**config.mk**
```make
export PLATFORM = sky130hd
export DESIGN_NAME = mips_controller
export DESIGN_NICKNAME = d
export VERILOG_FILES = /design/src/design/ctrl_pkg.sv /design/src/design/mips_controller.sv /design/src/design/ctrl_pipeline.sv /design/src/design/branch_eval.sv /design/src/design/ctrl_decode.sv
export SDC_FILE = /design/constraint.sdc
export NUM_CORES = 1
export LEC_CHECK = 0
export BUFFER_PORTS_ARGS = -buffer_cell sky130_fd_sc_hd__buf_2
export CAP_MARGIN = 10
export CORE_ASPECT_RATIO = 0.9
export CORE_UTILIZATION = 49
export CTS_CLUSTER_SIZE = 25
export DETAILED_ROUTE_END_ITERATION = 10
export PLACE_DENSITY_LB_ADDON = 0.1
export SLEW_MARGIN = 25
export SYNTH_ARGS = -nofsm -noshare
export SYNTH_HDL_FRONTEND = slang
export SYNTH_SLANG_ARGS = --single-unit
```
**constraint.sdc**
```tcl
create_clock -name clk -period 1.9 [get_ports clk]
set_clock_uncertainty 0.05 [all_clocks]
set_input_delay 0.19 -clock clk [delete_from_list [all_inputs] [get_ports clk]]
set_output_delay 0.19 -clock clk [all_outputs]
set_load 0.01 [all_outputs]
```
**src/design/ctrl_pkg.sv**
```systemverilog
`default_nettype none

package ctrl_pkg;

    // Primary opcodes
    localparam logic [5:0] OP_SPECIAL = 6'b000000;
    localparam logic [5:0] OP_REGIMM  = 6'b000001;
    localparam logic [5:0] OP_J       = 6'b000010;
    localparam logic [5:0] OP_JAL     = 6'b000011;
    localparam logic [5:0] OP_BEQ     = 6'b000100;
    localparam logic [5:0] OP_BNE     = 6'b000101;
    localparam logic [5:0] OP_BLEZ    = 6'b000110;
    localparam logic [5:0] OP_BGTZ    = 6'b000111;
    localparam logic [5:0] OP_ADDI    = 6'b001000;
    localparam logic [5:0] OP_ADDIU   = 6'b001001;
    localparam logic [5:0] OP_SLTI    = 6'b001010;
    localparam logic [5:0] OP_SLTIU   = 6'b001011;
    localparam logic [5:0] OP_ANDI    = 6'b001100;
    localparam logic [5:0] OP_ORI     = 6'b001101;
    localparam logic [5:0] OP_XORI    = 6'b001110;
    localparam logic [5:0] OP_LUI     = 6'b001111;
    localparam logic [5:0] OP_LB      = 6'b100000;
    localparam logic [5:0] OP_LH      = 6'b100001;
    localparam logic [5:0] OP_LW      = 6'b100011;
    localparam logic [5:0] OP_LBU     = 6'b100100;
    localparam logic [5:0] OP_LHU     = 6'b100101;
    localparam logic [5:0] OP_SB      = 6'b101000;
    localparam logic [5:0] OP_SH      = 6'b101001;
    localparam logic [5:0] OP_SW      = 6'b101011;

    // SPECIAL function codes
    localparam logic [5:0] FN_SLL  = 6'b000000;
    localparam logic [5:0] FN_SRL  = 6'b000010;
    localparam logic [5:0] FN_SRA  = 6'b000011;
    localparam logic [5:0] FN_SLLV = 6'b000100;
    localparam logic [5:0] FN_SRLV = 6'b000110;
    localparam logic [5:0] FN_SRAV = 6'b000111;
    localparam logic [5:0] FN_JR   = 6'b001000;
    localparam logic [5:0] FN_JALR = 6'b001001;
    localparam logic [5:0] FN_ADD  = 6'b100000;
    localparam logic [5:0] FN_ADDU = 6'b100001;
    localparam logic [5:0] FN_SUB  = 6'b100010;
    localparam logic [5:0] FN_SUBU = 6'b100011;
    localparam logic [5:0] FN_AND  = 6'b100100;
    localparam logic [5:0] FN_OR   = 6'b100101;
    localparam logic [5:0] FN_XOR  = 6'b100110;
    localparam logic [5:0] FN_NOR  = 6'b100111;
    localparam logic [5:0] FN_SLT  = 6'b101010;
    localparam logic [5:0] FN_SLTU = 6'b101011;

    // REGIMM branch codes in the rt field
    localparam logic [4:0] RT_BLTZ   = 5'b00000;
    localparam logic [4:0] RT_BGEZ   = 5'b00001;
    localparam logic [4:0] RT_BLTZAL = 5'b10000;
    localparam logic [4:0] RT_BGEZAL = 5'b10001;

    localparam int NUM_STAGES = 3; // Execute, memory, writeback

    typedef struct packed {
        logic [5:0] op;
        logic [4:0] rs;
        logic [4:0] rt;
        logic [4:0] rd;
        logic [4:0] shamt;
        logic [5:0] funct;
    } instr_t;

    typedef struct packed {
        logic equal;
        logic g0;
        logic e0;
    } cmp_t;

    typedef struct packed {
        logic e;
        logic m;
        logic w;
    } stage_bits_t;

    typedef enum logic [2:0] {
        ALU_ADD, ALU_SUB, ALU_SLT, ALU_SLTU, ALU_AND, ALU_NOR, ALU_OR, ALU_XOR
    } alu_func_e;

    typedef enum logic [1:0] {SFT_LUI, SFT_SLL, SFT_SRA, SFT_SRL} sft_func_e;

    typedef enum logic [2:0] {
        BR_BEQ, BR_BNE, BR_BGEZ, BR_BGTZ, BR_BLEZ, BR_BLTZ, BR_BGEZAL, BR_BLTZAL
    } branch_e;

    typedef enum logic [1:0] {JMP_J, JMP_JR, JMP_JAL, JMP_JALR} jump_e;
    typedef enum logic [1:0] {DST_RT, DST_RD, DST_RA} regdst_e;
    typedef enum logic {OUT_ALU, OUT_SHIFT} out_sel_e;
    typedef enum logic [1:0] {SZ_BYTE, SZ_HALF, SZ_WORD} mem_size_e;

    typedef struct packed {
        logic      alu_srcb_sel_rt;
        logic      sft_srcb_sel_rs;
        logic      sft_srca_sel_imm;
        out_sel_e  out_sel;
        logic      regwrite;
        regdst_e   regdst;
        logic      reserved_instr;
        logic      link;
        logic      isbranch;
        logic      isjump;
        branch_e   branch;
        jump_e     jump;
        logic      memreq;
        logic      memwr;
        alu_func_e alu_func;
        sft_func_e sft_func;
        logic      intovf_en;
        logic      imm_sign;
        mem_size_e size;
        logic      rdata_sign;
        logic      memtoreg;
        logic      pcsrc;        // Decode-stage branch taken
    } ctrl_t;

endpackage

`default_nettype wire
```
**src/design/mips_controller.sv**
```systemverilog
`timescale 1ns/10ps
`default_nettype none

module mips_controller (
    input  logic                  clk,
    input  logic                  rst,
    input  ctrl_pkg::instr_t      instr,
    input  ctrl_pkg::cmp_t        cmp_d,
    input  ctrl_pkg::cmp_t        cmp_e,
    input  ctrl_pkg::stage_bits_t stall,
    input  ctrl_pkg::stage_bits_t flush,
    output ctrl_pkg::ctrl_t       ctrl_d,
    output ctrl_pkg::ctrl_t       ctrl_e,
    output ctrl_pkg::ctrl_t       ctrl_m,
    output ctrl_pkg::ctrl_t       ctrl_w,
    output logic                  e_not_taken
);
    import ctrl_pkg::*;

    ctrl_t dec_word;   // Decoder output with pcsrc still zero
    logic  pcsrc_d;
    logic  taken_e;

    ctrl_decode u_decode (
        .instr (instr),
        .ctrl  (dec_word)
    );

    branch_eval u_branch_d (
        .ctrl  (dec_word),
        .cmp   (cmp_d),
        .taken (pcsrc_d)
    );

    always_comb
    begin
        ctrl_d       = dec_word;
        ctrl_d.pcsrc = pcsrc_d;
    end

    ctrl_pipeline u_pipe (
        .clk    (clk),
        .rst    (rst),
        .ctrl_d (ctrl_d),
        .stall  (stall),
        .flush  (flush),
        .ctrl_e (ctrl_e),
        .ctrl_m (ctrl_m),
        .ctrl_w (ctrl_w)
    );

    // Late resolution against execute-stage operands
    branch_eval u_branch_e (
        .ctrl  (ctrl_e),
        .cmp   (cmp_e),
        .taken (taken_e)
    );

    assign e_not_taken = ~taken_e;

endmodule

`default_nettype wire

```
**src/design/ctrl_pipeline.sv**
```systemverilog
`timescale 1ns/10ps
`default_nettype none

module ctrl_pipeline (
    input  logic                  clk,
    input  logic                  rst,
    input  ctrl_pkg::ctrl_t       ctrl_d,
    input  ctrl_pkg::stage_bits_t stall,
    input  ctrl_pkg::stage_bits_t flush,
    output ctrl_pkg::ctrl_t       ctrl_e,
    output ctrl_pkg::ctrl_t       ctrl_m,
    output ctrl_pkg::ctrl_t       ctrl_w
);
    import ctrl_pkg::*;

    ctrl_t                 stage_q  [NUM_STAGES];
    ctrl_t                 stage_in [NUM_STAGES];
    logic [NUM_STAGES-1:0] stall_v;
    logic [NUM_STAGES-1:0] flush_v;

    // Index 0 is execute
    assign stall_v = {stall.w, stall.m, stall.e};
    assign flush_v = {flush.w, flush.m, flush.e};

    assign stage_in[0] = ctrl_d;
    assign stage_in[1] = stage_q[0];
    assign stage_in[2] = stage_q[1];

    always_ff @(posedge clk)
    begin
        for (int i = 0; i < NUM_STAGES; i++)
        begin
            if (rst || flush_v[i])
                stage_q[i] <= '0;            // Flush beats stall
            else if (!stall_v[i])
                stage_q[i] <= stage_in[i];
        end
    end

    assign ctrl_e = stage_q[0];
    assign ctrl_m = stage_q[1];
    assign ctrl_w = stage_q[2];

    // A stalled stage must hold back everything upstream of it
    a_stall_order: assert property (@(posedge clk) disable iff (rst)
        (!stall.m || stall.e) && (!stall.w || stall.m));

    for (genvar g = 0; g < NUM_STAGES; g++)
    begin : g_flush_chk
        a_flush_clears: assert property (@(posedge clk)
            flush_v[g] |=> (stage_q[g] == '0));
    end

endmodule

`default_nettype wire

```
**src/design/branch_eval.sv**
```systemverilog
`timescale 1ns/10ps
`default_nettype none

module branch_eval (
    input  ctrl_pkg::ctrl_t ctrl,
    input  ctrl_pkg::cmp_t  cmp,
    output logic            taken
);
    import ctrl_pkg::*;

    logic cond;

    always_comb
    begin
        case (ctrl.branch)
            BR_BEQ:
                cond = cmp.equal;
            BR_BNE:
                cond = !cmp.equal;
            BR_BGEZ, BR_BGEZAL:
                cond = cmp.g0 | cmp.e0;
            BR_BGTZ:
                cond = cmp.g0;
            BR_BLEZ:
                cond = !cmp.g0;
            default:
                cond = !(cmp.g0 | cmp.e0); // BLTZ, BLTZAL
        endcase
    end

    // Only a branch word can redirect
    assign taken = ctrl.isbranch & cond;

endmodule

`default_nettype wire

```
**src/design/ctrl_decode.sv**
```systemverilog
`timescale 1ns/10ps
`default_nettype none

module ctrl_decode (
    input  ctrl_pkg::instr_t instr,
    output ctrl_pkg::ctrl_t  ctrl
);
    import ctrl_pkg::*;

    function automatic alu_func_e alu_decode(input instr_t iw);
        if (iw.op == OP_SPECIAL)
        begin
            case (iw.funct)
                FN_SUB, FN_SUBU: return ALU_SUB;
                FN_SLT:          return ALU_SLT;
                FN_SLTU:         return ALU_SLTU;
                FN_AND:          return ALU_AND;
                FN_NOR:          return ALU_NOR;
                FN_OR:           return ALU_OR;
                FN_XOR:          return ALU_XOR;
                default:         return ALU_ADD;
            endcase
        end
        case (iw.op)
            OP_SLTI:  return ALU_SLT;
            OP_SLTIU: return ALU_SLTU;
            OP_ANDI:  return ALU_AND;
            OP_ORI:   return ALU_OR;
            OP_XORI:  return ALU_XOR;
            default:  return ALU_ADD; // Address adds too
        endcase
    endfunction

    function automatic mem_size_e mem_size(input logic [5:0] op);
        case (op[1:0])
            2'b00:   return SZ_BYTE;
            2'b01:   return SZ_HALF;
            default: return SZ_WORD;
        endcase
    endfunction

    always_comb
    begin
        ctrl = '0;
        ctrl.alu_func = alu_decode(instr);
        case (instr.op)
            OP_SPECIAL:
            begin
                ctrl.regwrite = 1'b1;
                ctrl.regdst   = DST_RD;
                case (instr.funct)
                    FN_ADD, FN_ADDU, FN_SUB, FN_SUBU, FN_SLT, FN_SLTU,
                    FN_AND, FN_OR, FN_XOR, FN_NOR:
                    begin
                        ctrl.alu_srcb_sel_rt = 1'b1;
                        ctrl.intovf_en = (instr.funct == FN_ADD) || (instr.funct == FN_SUB);
                    end
                    // Variable shifts have funct[2] set
                    FN_SLL, FN_SLLV:
                    begin
                        ctrl.out_sel         = OUT_SHIFT;
                        ctrl.sft_func        = SFT_SLL;
                        ctrl.sft_srcb_sel_rs = instr.funct[2];
                    end
                    FN_SRL, FN_SRLV:
                    begin
                        ctrl.out_sel         = OUT_SHIFT;
                        ctrl.sft_func        = SFT_SRL;
                        ctrl.sft_srcb_sel_rs = instr.funct[2];
                    end
                    FN_SRA, FN_SRAV:
                    begin
                        ctrl.out_sel         = OUT_SHIFT;
                        ctrl.sft_func        = SFT_SRA;
                        ctrl.sft_srcb_sel_rs = instr.funct[2];
                    end
                    FN_JR:
                    begin
                        ctrl.regwrite = 1'b0;
                        ctrl.isjump   = 1'b1;
                        ctrl.jump     = JMP_JR;
                    end
                    FN_JALR:
                    begin
                        ctrl.isjump = 1'b1;
                        ctrl.jump   = JMP_JALR;
                        ctrl.link   = 1'b1;
                    end
                    default:
                    begin
                        ctrl.regwrite       = 1'b0;
                        ctrl.regdst         = DST_RT;
                        ctrl.reserved_instr = 1'b1;
                    end
                endcase
            end
            OP_ADDI, OP_ADDIU, OP_SLTI, OP_SLTIU:
            begin
                ctrl.regwrite  = 1'b1;
                ctrl.imm_sign  = 1'b1;
                ctrl.intovf_en = (instr.op == OP_ADDI);
            end
            OP_ANDI, OP_ORI, OP_XORI:
                ctrl.regwrite = 1'b1; // Zero-extended immediate
            OP_LUI:
            begin
                ctrl.regwrite         = 1'b1;
                ctrl.out_sel          = OUT_SHIFT;
                ctrl.sft_func         = SFT_LUI;
                ctrl.sft_srca_sel_imm = 1'b1;
            end
            OP_LB, OP_LH, OP_LW, OP_LBU, OP_LHU:
            begin
                ctrl.regwrite   = 1'b1;
                ctrl.memreq     = 1'b1;
                ctrl.memtoreg   = 1'b1;
                ctrl.imm_sign   = 1'b1;
                ctrl.rdata_sign = !instr.op[2]; // LBU, LHU have op[2] set
                ctrl.size       = mem_size(instr.op);
            end
            OP_SB, OP_SH, OP_SW:
            begin
                ctrl.memreq   = 1'b1;
                ctrl.memwr    = 1'b1;
                ctrl.imm_sign = 1'b1;
                ctrl.size     = mem_size(instr.op);
            end
            OP_BEQ:
            begin
                ctrl.isbranch = 1'b1;
                ctrl.branch   = BR_BEQ;
            end
            OP_BNE:
            begin
                ctrl.isbranch = 1'b1;
                ctrl.branch   = BR_BNE;
            end
            OP_BLEZ:
            begin
                ctrl.isbranch = 1'b1;
                ctrl.branch   = BR_BLEZ;
            end
            OP_BGTZ:
            begin
                ctrl.isbranch = 1'b1;
                ctrl.branch   = BR_BGTZ;
            end
            OP_REGIMM:
            begin
                case (instr.rt)
                    RT_BLTZ, RT_BGEZ:
                    begin
                        ctrl.isbranch = 1'b1;
                        ctrl.branch   = instr.rt[0] ? BR_BGEZ : BR_BLTZ;
                    end
                    RT_BLTZAL, RT_BGEZAL:
                    begin
                        ctrl.isbranch = 1'b1;
                        ctrl.branch   = instr.rt[0] ? BR_BGEZAL : BR_BLTZAL;
                        ctrl.link     = 1'b1;
                        ctrl.regwrite = 1'b1;
                        ctrl.regdst   = DST_RA;
                    end
                    default:
                        ctrl.reserved_instr = 1'b1;
                endcase
            end
            OP_J:
            begin
                ctrl.isjump = 1'b1;
                ctrl.jump   = JMP_J;
            end
            OP_JAL:
            begin
                ctrl.isjump   = 1'b1;
                ctrl.jump     = JMP_JAL;
                ctrl.link     = 1'b1;
                ctrl.regwrite = 1'b1;
                ctrl.regdst   = DST_RA; // Return address to r31
            end
            default:
                ctrl.reserved_instr = 1'b1;
        endcase
    end

    always_comb
    begin
        a_store_is_access: assert (!ctrl.memwr || ctrl.memreq)
            else $error("store decoded without a memory request");
    end

endmodule

`default_nettype wire

```
==> metrics.cfg, run 1 <==
[routing]
drt_pass1_iterations=4
route.antenna.remaining_nets=0
drc_errors=0
wl_per_cell_um=14.51
viasPerCell=5.078
num_vias=3199
drt_iter0_drc=106
wirelength_um=9143

[floorplanning]
rows=31
coreArea_sq_mm=0.008145
dieArea_sq_mm=0.008913
ios=167
die_w_um=99.41
start_util_pct=51.37
die_h_um=89.67

[clocking]
cts_tree=built
clk_latency_ns=0.35
numCtsBuffers=9
clkTransAtPathRegs_ns=0.08
post_cts_buffers=0
htreeDepth=3
clock_tree.root_cell=clkbuf_8
cts_hold_buf=0
numClockSinks=90
clockBufferDepth=2

[run]
maxCapViolCount=0

[placed_design]
gp_congestion=0.8967
pre_cts_ws_ns=-0.05308
io_buffer_count=151
placed_cells=614
hpwl_um=7082
placed_cell_area_sq_mm=0.005255

[grt]
gr-total-overflow=0
grt.total_usage_pct=20.39
grt_max_degree=31
grt_pass1_wl_um=13790
grt_pass1_vias=2909
grt_antenna_before_repair=0

[critical_path]
path_max_fanout=5
start_kind=primary input
worst_setup_path_end_kind=primary output
cp_data_arrival_time_ns=1.67
required_ns=1.66
critPathKind=in -> out

[synthesis]
synth_edf_count=90
synthArstFlopShare_pct=0
syn_area_sq_mm=0.004184
ys.flop_type=edfxtp_1
syn_nets=397
synth_area_per_cell_sq_um=11.92
synth_seq_cells=90
synthCells=351
ys_types=46
yosysWarnings=0
yosysSeqAreaShare_pct=64.59

[status]
status=finished with violations
failed_checks=negative setup slack

[timing]
worst_pin_slew_ns=0.4981
setup_ws_ns=-0.006437
fin_crit_ns=1.906
fmax_ghz=0.5245
maxSlewHeadroom_pct=66.48
setup_viol=1
hold_viol_final=0
slew_viol_final=0
grt_setup_unrepaired=yes
hold_slack_ns=0.2299
fin_crit_sh_pct=100.3

[pwr]
finalPower_mw=4.407
power_leakage_nw=2.699
peakVddDrop_v=0.0004124
powerDensity_mw_per_mm2=790.5

[finish]
design_area_sq_mm=0.005575
area_growth_pct=33.25
largest_reg_flops=90
antenna_cells=0
top_regs=u_pipe.stage_q: 90 flops
drive_gt1_share_pct=40.30
final_cells=630
top_register=u_pipe.stage_q
fin_nets=572

[hold_path]
hp-class=in -> reg

==> report_power, final <==
part / total (mW) / internal [mW] / switching, mW / leakage (nW)
Clock: 1.67 / 1.02 / 0.653 / 0.136
Combinational: 0.440 / 0.181 / 0.258 / 1.52
Sequential: 2.29 / 2.26 / 0.0364 / 1.05
Total: 4.41 / 3.46 / 0.948 / 2.70
==> final cells by class <==
| cell class | count | area (sq um) |
|---|---|---|
| Multi-Input combinational cell | 230 | 1399 |
| Tap cell | 99 | 123.9 |
| Clock inverter | 7 | 148.9 |
| Inverter | 13 | 48.80 |
| Fill cell | 631 | 2570 |
| Timing Repair Buffer | 182 | 1028 |
| Sequential cell | 90 | 2703 |
| Clock buffer | 9 | 123.9 |
==> path summary, 6_finish.rpt <==
path	from	endpoint	slack (ns)	depth (start not counted)
setup reg to reg	u_pipe.stage_q[0][17]	u_pipe.stage_q[1][17]	0.92	1
hold reg to reg	u_pipe.stage_q[1][27]	u_pipe.stage_q[2][27]	0.49	1
setup / recovery	instr[27]	ctrl_d[0]	-0.006	7
hold / removal	instr[0]	u_pipe.stage_q[0][7]	0.23	3
==> through the flow <==
step	util (%)	setup TNS [ns]
2_1_floorplan	-	0
5_1_grt	68.45	-0.1159
3_3_place_gp	64.52	-0.09807
3_5_place_dp	64.52	-0.07138
6_report	68.45	-0.006437
4_1_cts	68.14	-0.01669
==> cell usage in the layout, fill, tap and decap left out, types with 3 or more instances in the layout <==
cell type,count
buf_2,148
edfxtp_1,90
and2_1,71
nor2_1,31
buf_4,30
nand2_1,24
inv_1,13
nor3_1,11
a21oi_1,10
nor2b_1,9
clkbuf_8,9
o21ai_0,8
nand2b_1,6
nor4_1,5
nand3_1,5
bufinv_16,4
a21o_1,3
or3_1,3
o21a_1,3
nor3_2,3
==> worst max-delay path: stages <==
cell	delay, ns
buf_6	0.09
or4_4	0.56
o311a_1	0.32
a211oi_2	0.19
a211oi_2	0.11
nor2_1	0.09
buf_2	0.13
==> kinds of logic (layout without fill, tap and decap cells) <==
logic type,after synthesis,in the layout,share of synthesized area (%)
AO/OA/AOI/OAI,42,42,6.968
XOR/XNOR,2,2,0.4187
multiplexers,2,2,0.4785
buffers and inverters,31,211,2.991
flip-flops,90,90,64.59
AND/OR/NAND/NOR,184,184,24.55
==> synthesized netlist by cell type, drive strengths merged, types with 2 or more instances <==
library cell	n	area [sq um]
edfxtp	90	2703
and2	71	444.2
nor2	33	123.9
nand2	25	93.84
nor3	15	91.34
clkbuf	13	48.80
inv	13	48.80
a21oi	10	50.05
nor2b	9	56.30
o21ai	9	45.04
nand2b	6	37.54
buf	5	27.53
nand3	5	25.02
nor4	5	31.28
a211oi	3	27.52
a21o	3	22.52
nor4b	3	32.53
o21a	3	22.52
or3	3	18.77
a22o	2	17.52
mux2i	2	20.02
nand3b	2	15.01
o31a	2	17.52
o31ai	2	15.01
o41ai	2	25.03
or4	2	22.52
==> routing by layer <==
metal	up-vias	track usage [%]	share of wire (%)	wire [um]
met1	1458	28.55	47	4326
li1	1597	-	-	-
met2	126	31.38	45	4091
met3	18	2.941	5.2	471
met5	-	0	0	0
met4	0	10.83	2.8	254
==> timing repair <==
item	4_1_cts	5_1_grt
pin swaps	1	0
cloned	0	0
gates resized for setup	3	7
hold endpoints to repair	0	0
setup endpoints to repair	1	8
Note: power is estimated with default switching activity, not from simulation.
==> run 2: changes to the inputs <==
--- a/config.mk
+++ b/config.mk
@@ -8,7 +8,7 @@
 export BUFFER_PORTS_ARGS = -buffer_cell sky130_fd_sc_hd__buf_2
 export CAP_MARGIN = 10
 export CORE_ASPECT_RATIO = 0.9
-export CORE_UTILIZATION = 49
+export CORE_UTILIZATION = 44
 export CTS_CLUSTER_SIZE = 25
 export DETAILED_ROUTE_END_ITERATION = 10
 export PLACE_DENSITY_LB_ADDON = 0.1
==> constraint.sdc (replaced) <==
create_clock -name clk -period 1.7 [get_ports clk]
set_clock_uncertainty 0.05 [all_clocks]
set_input_delay 0.085 -clock clk [delete_from_list [all_inputs] [get_ports clk]]
set_output_delay 0.085 -clock clk [all_outputs]
set_load 0.01 [all_outputs]
==> run 2 against run 1 <==
- the run still ends with negative setup slack left
- critical path depth stayed put
- via count grew 0.47%
- register-to-register slack worse by 0.30 ns
- worst setup slack worse by 0.028 ns
- sequential share of layout area down 0.16 points
- non-clock buffer count is 5 higher
- cell area up 0.34%
- hold slack lost 0.11 ns
- largest power group unchanged
==> metrics.cfg, run 2 (synthesis gave the netlist of run 1 again) <==
[finish]
top_register=u_pipe.stage_q
mostFrequentLayoutCells=buf_2, edfxtp_1, and2_1, buf_4, nor2_1
area_growth_pct=33.70
n_fill_cell=806  ; +28%
largest_reg_flops=90  ; unchanged
antenna_cells=0  ; unchanged
drive_gt1_share_pct=40.86  ; +0.56 points
design_area_sq_mm=0.005594  ; +0.34%
utilization_pct=61.03  ; -7.4 points
final_cells=658  ; +4.4%
mostFrequentLayoutCell=buf_2
fin_nets=577  ; +0.87%
top_regs=u_pipe.stage_q: 90 flops

[grt]
grt_antenna_before_repair=0  ; unchanged
grt_pass1_wl_um=14860  ; +7.8%
grt_max_degree=31  ; unchanged
grt.total_usage_pct=19.43  ; -0.95 points
grt_pass1_vias=2919  ; +0.34%
gr-total-overflow=0  ; unchanged

[status]
status=finished with violations
failed_checks=negative setup slack

[timing]
fin_crit_sh_pct=102.0
slew_viol_final=0  ; unchanged
setup_ws_ns=-0.03455  ; -0.02811 ns
maxSlewHeadroom_pct=63.56  ; -2.9 points
grt_setup_unrepaired=yes
fmax_ghz=0.5765
fin_crit_ns=1.735
hold_viol_final=0  ; unchanged
worst_pin_slew_ns=0.5465  ; +0.04839 ns
setup_viol=1  ; unchanged

[routing]
num_vias=3214  ; +0.47%
viasPerCell=4.884  ; -3.8%
drc_errors=0  ; unchanged
drt_pass1_iterations=4  ; unchanged
wirelength_um=9460  ; +3.5%
wl_per_cell_um=14.38  ; -0.94%
route.antenna.remaining_nets=0  ; unchanged
drt_iter0_drc=154  ; +45%

[critical_path]
path_max_fanout=5  ; unchanged
critPathKind=in -> out
required_ns=1.56  ; -0.10 ns
cpMostUsedCell=a211oi_2
slowest_stage=or4_4
critPathMaxStageDelay_ns=0.56  ; about the same
start_kind=primary input
cp_data_arrival_time_ns=1.60  ; -0.07 ns
worst-path-buf-inv=2  ; unchanged
path_delay_family=simple AND/OR/NAND/NOR gates
path_cells=buf_6 -> or4_4 -> o311a_1 -> a211oi_2 -> a211oi_2 -> nor2_1 -> buf_2
worst_setup_path_end_kind=primary output

[placed_design]
hpwl_um=7334  ; +3.6%
gp_congestion=0.8753  ; -2.4%
placed_cells=640  ; +4.2%
pre_cts_ws_ns=-0.1447  ; -0.09159 ns
placed_cell_area_sq_mm=0.005306  ; +0.98%
io_buffer_count=151  ; unchanged

[clocking]
clk_latency_ns=0.35  ; about the same
numClockSinks=90  ; unchanged
clkTransAtPathRegs_ns=0.08  ; about the same
clock_tree.root_cell=clkbuf_8
cts_hold_buf=0  ; unchanged
clockBufferDepth=2  ; unchanged
numCtsBuffers=9  ; unchanged
cts_tree=built
htreeDepth=3  ; unchanged

[floorplanning]
die_w_um=104.8  ; +5.4%
ios=167  ; unchanged
rows=33  ; +6.5%
coreArea_sq_mm=0.009166  ; +13%
dieArea_sq_mm=0.009904  ; +11%
die_h_um=94.51  ; +5.4%
start_util_pct=45.65  ; -5.7 points

[pwr]
powerDensity_mw_per_mm2=824.1  ; +4.2%
finalPower_mw=4.610  ; +4.6%
power_leakage_nw=2.696  ; about the same
peakVddDrop_v=0.0004237  ; +2.7%

[run]
maxCapViolCount=0  ; unchanged

[hold_path]
hp-class=in -> reg

==> run 2: timing repair <==
| item | 4_1_cts | 5_1_grt |
|---|---|---|
| setup endpoints to repair | 2 | 10 |
| pin swaps | 0 | 2 |
| resized for setup | 3 | 8 |
| setup buffers | 0 | 2 |
==> run 2: metal layers <==
layer  part of all wire [%]  up-vias  routed length [um]  track usage (%)
met1                     46     1460                4398            27.15
met2                     46      137                4364            30.74
met3                    6.1       13                 575            2.899
li1                       -     1604                   -                -
met4                    1.3        0                 122            7.864
met5                      0        -                   0                0
==> run 2: per-stage QoR <==
| stage | setup TNS (ns) | hold slack (ns) |
|---|---|---|
| after global placement | -0.1763 | 0.4432 |
| after floorplan | 0 | 0.1675 |
| after CTS | -0.05657 | 0.09710 |
| after global routing | -0.09092 | 0.1124 |
| final | -0.03455 | 0.1174 |
| after detailed placement | -0.2729 | 0.4445 |
==> run 2: path summary, 6_finish.rpt <==
check	startpoint	cells after the start	slack, ns	end
worst min register to register	u_pipe.stage_q[0][12]	1	0.49	u_pipe.stage_q[1][12]
worst max-delay path	instr[27]	7	-0.03	ctrl_d[0]
worst max register to register	u_pipe.stage_q[0][17]	2	0.62	u_pipe.stage_q[1][17]
worst min-delay path	instr[0]	3	0.12	u_pipe.stage_q[0][7]
==> run 2: where the power goes <==
part	internal (mW)	switching (mW)	total, mW
combinational	0.209	0.293	0.501
clock	0.826	0.721	1.55
sequential	2.52	0.0399	2.56
==> run 2: worst min-delay path: cells and delay by family <==
family | cells | cell delay (ns)
buffers and inverters | 2 | 0.22
AND/OR/NAND/NOR | 1 | 0.05
==> run 2: layout make-up <==
type,instances,area (sq um),share of cell area [%]
Inverter,13,48.80,0.8723
Clock inverter,7,92.59,1.655
Sequential cell,90,2703,48.31
Multi-Input combinational cell,230,1410,25.21
Clock buffer,9,123.9,2.214
Tap cell,122,152.6,2.729
Timing Repair Buffer,187,1064,19.01
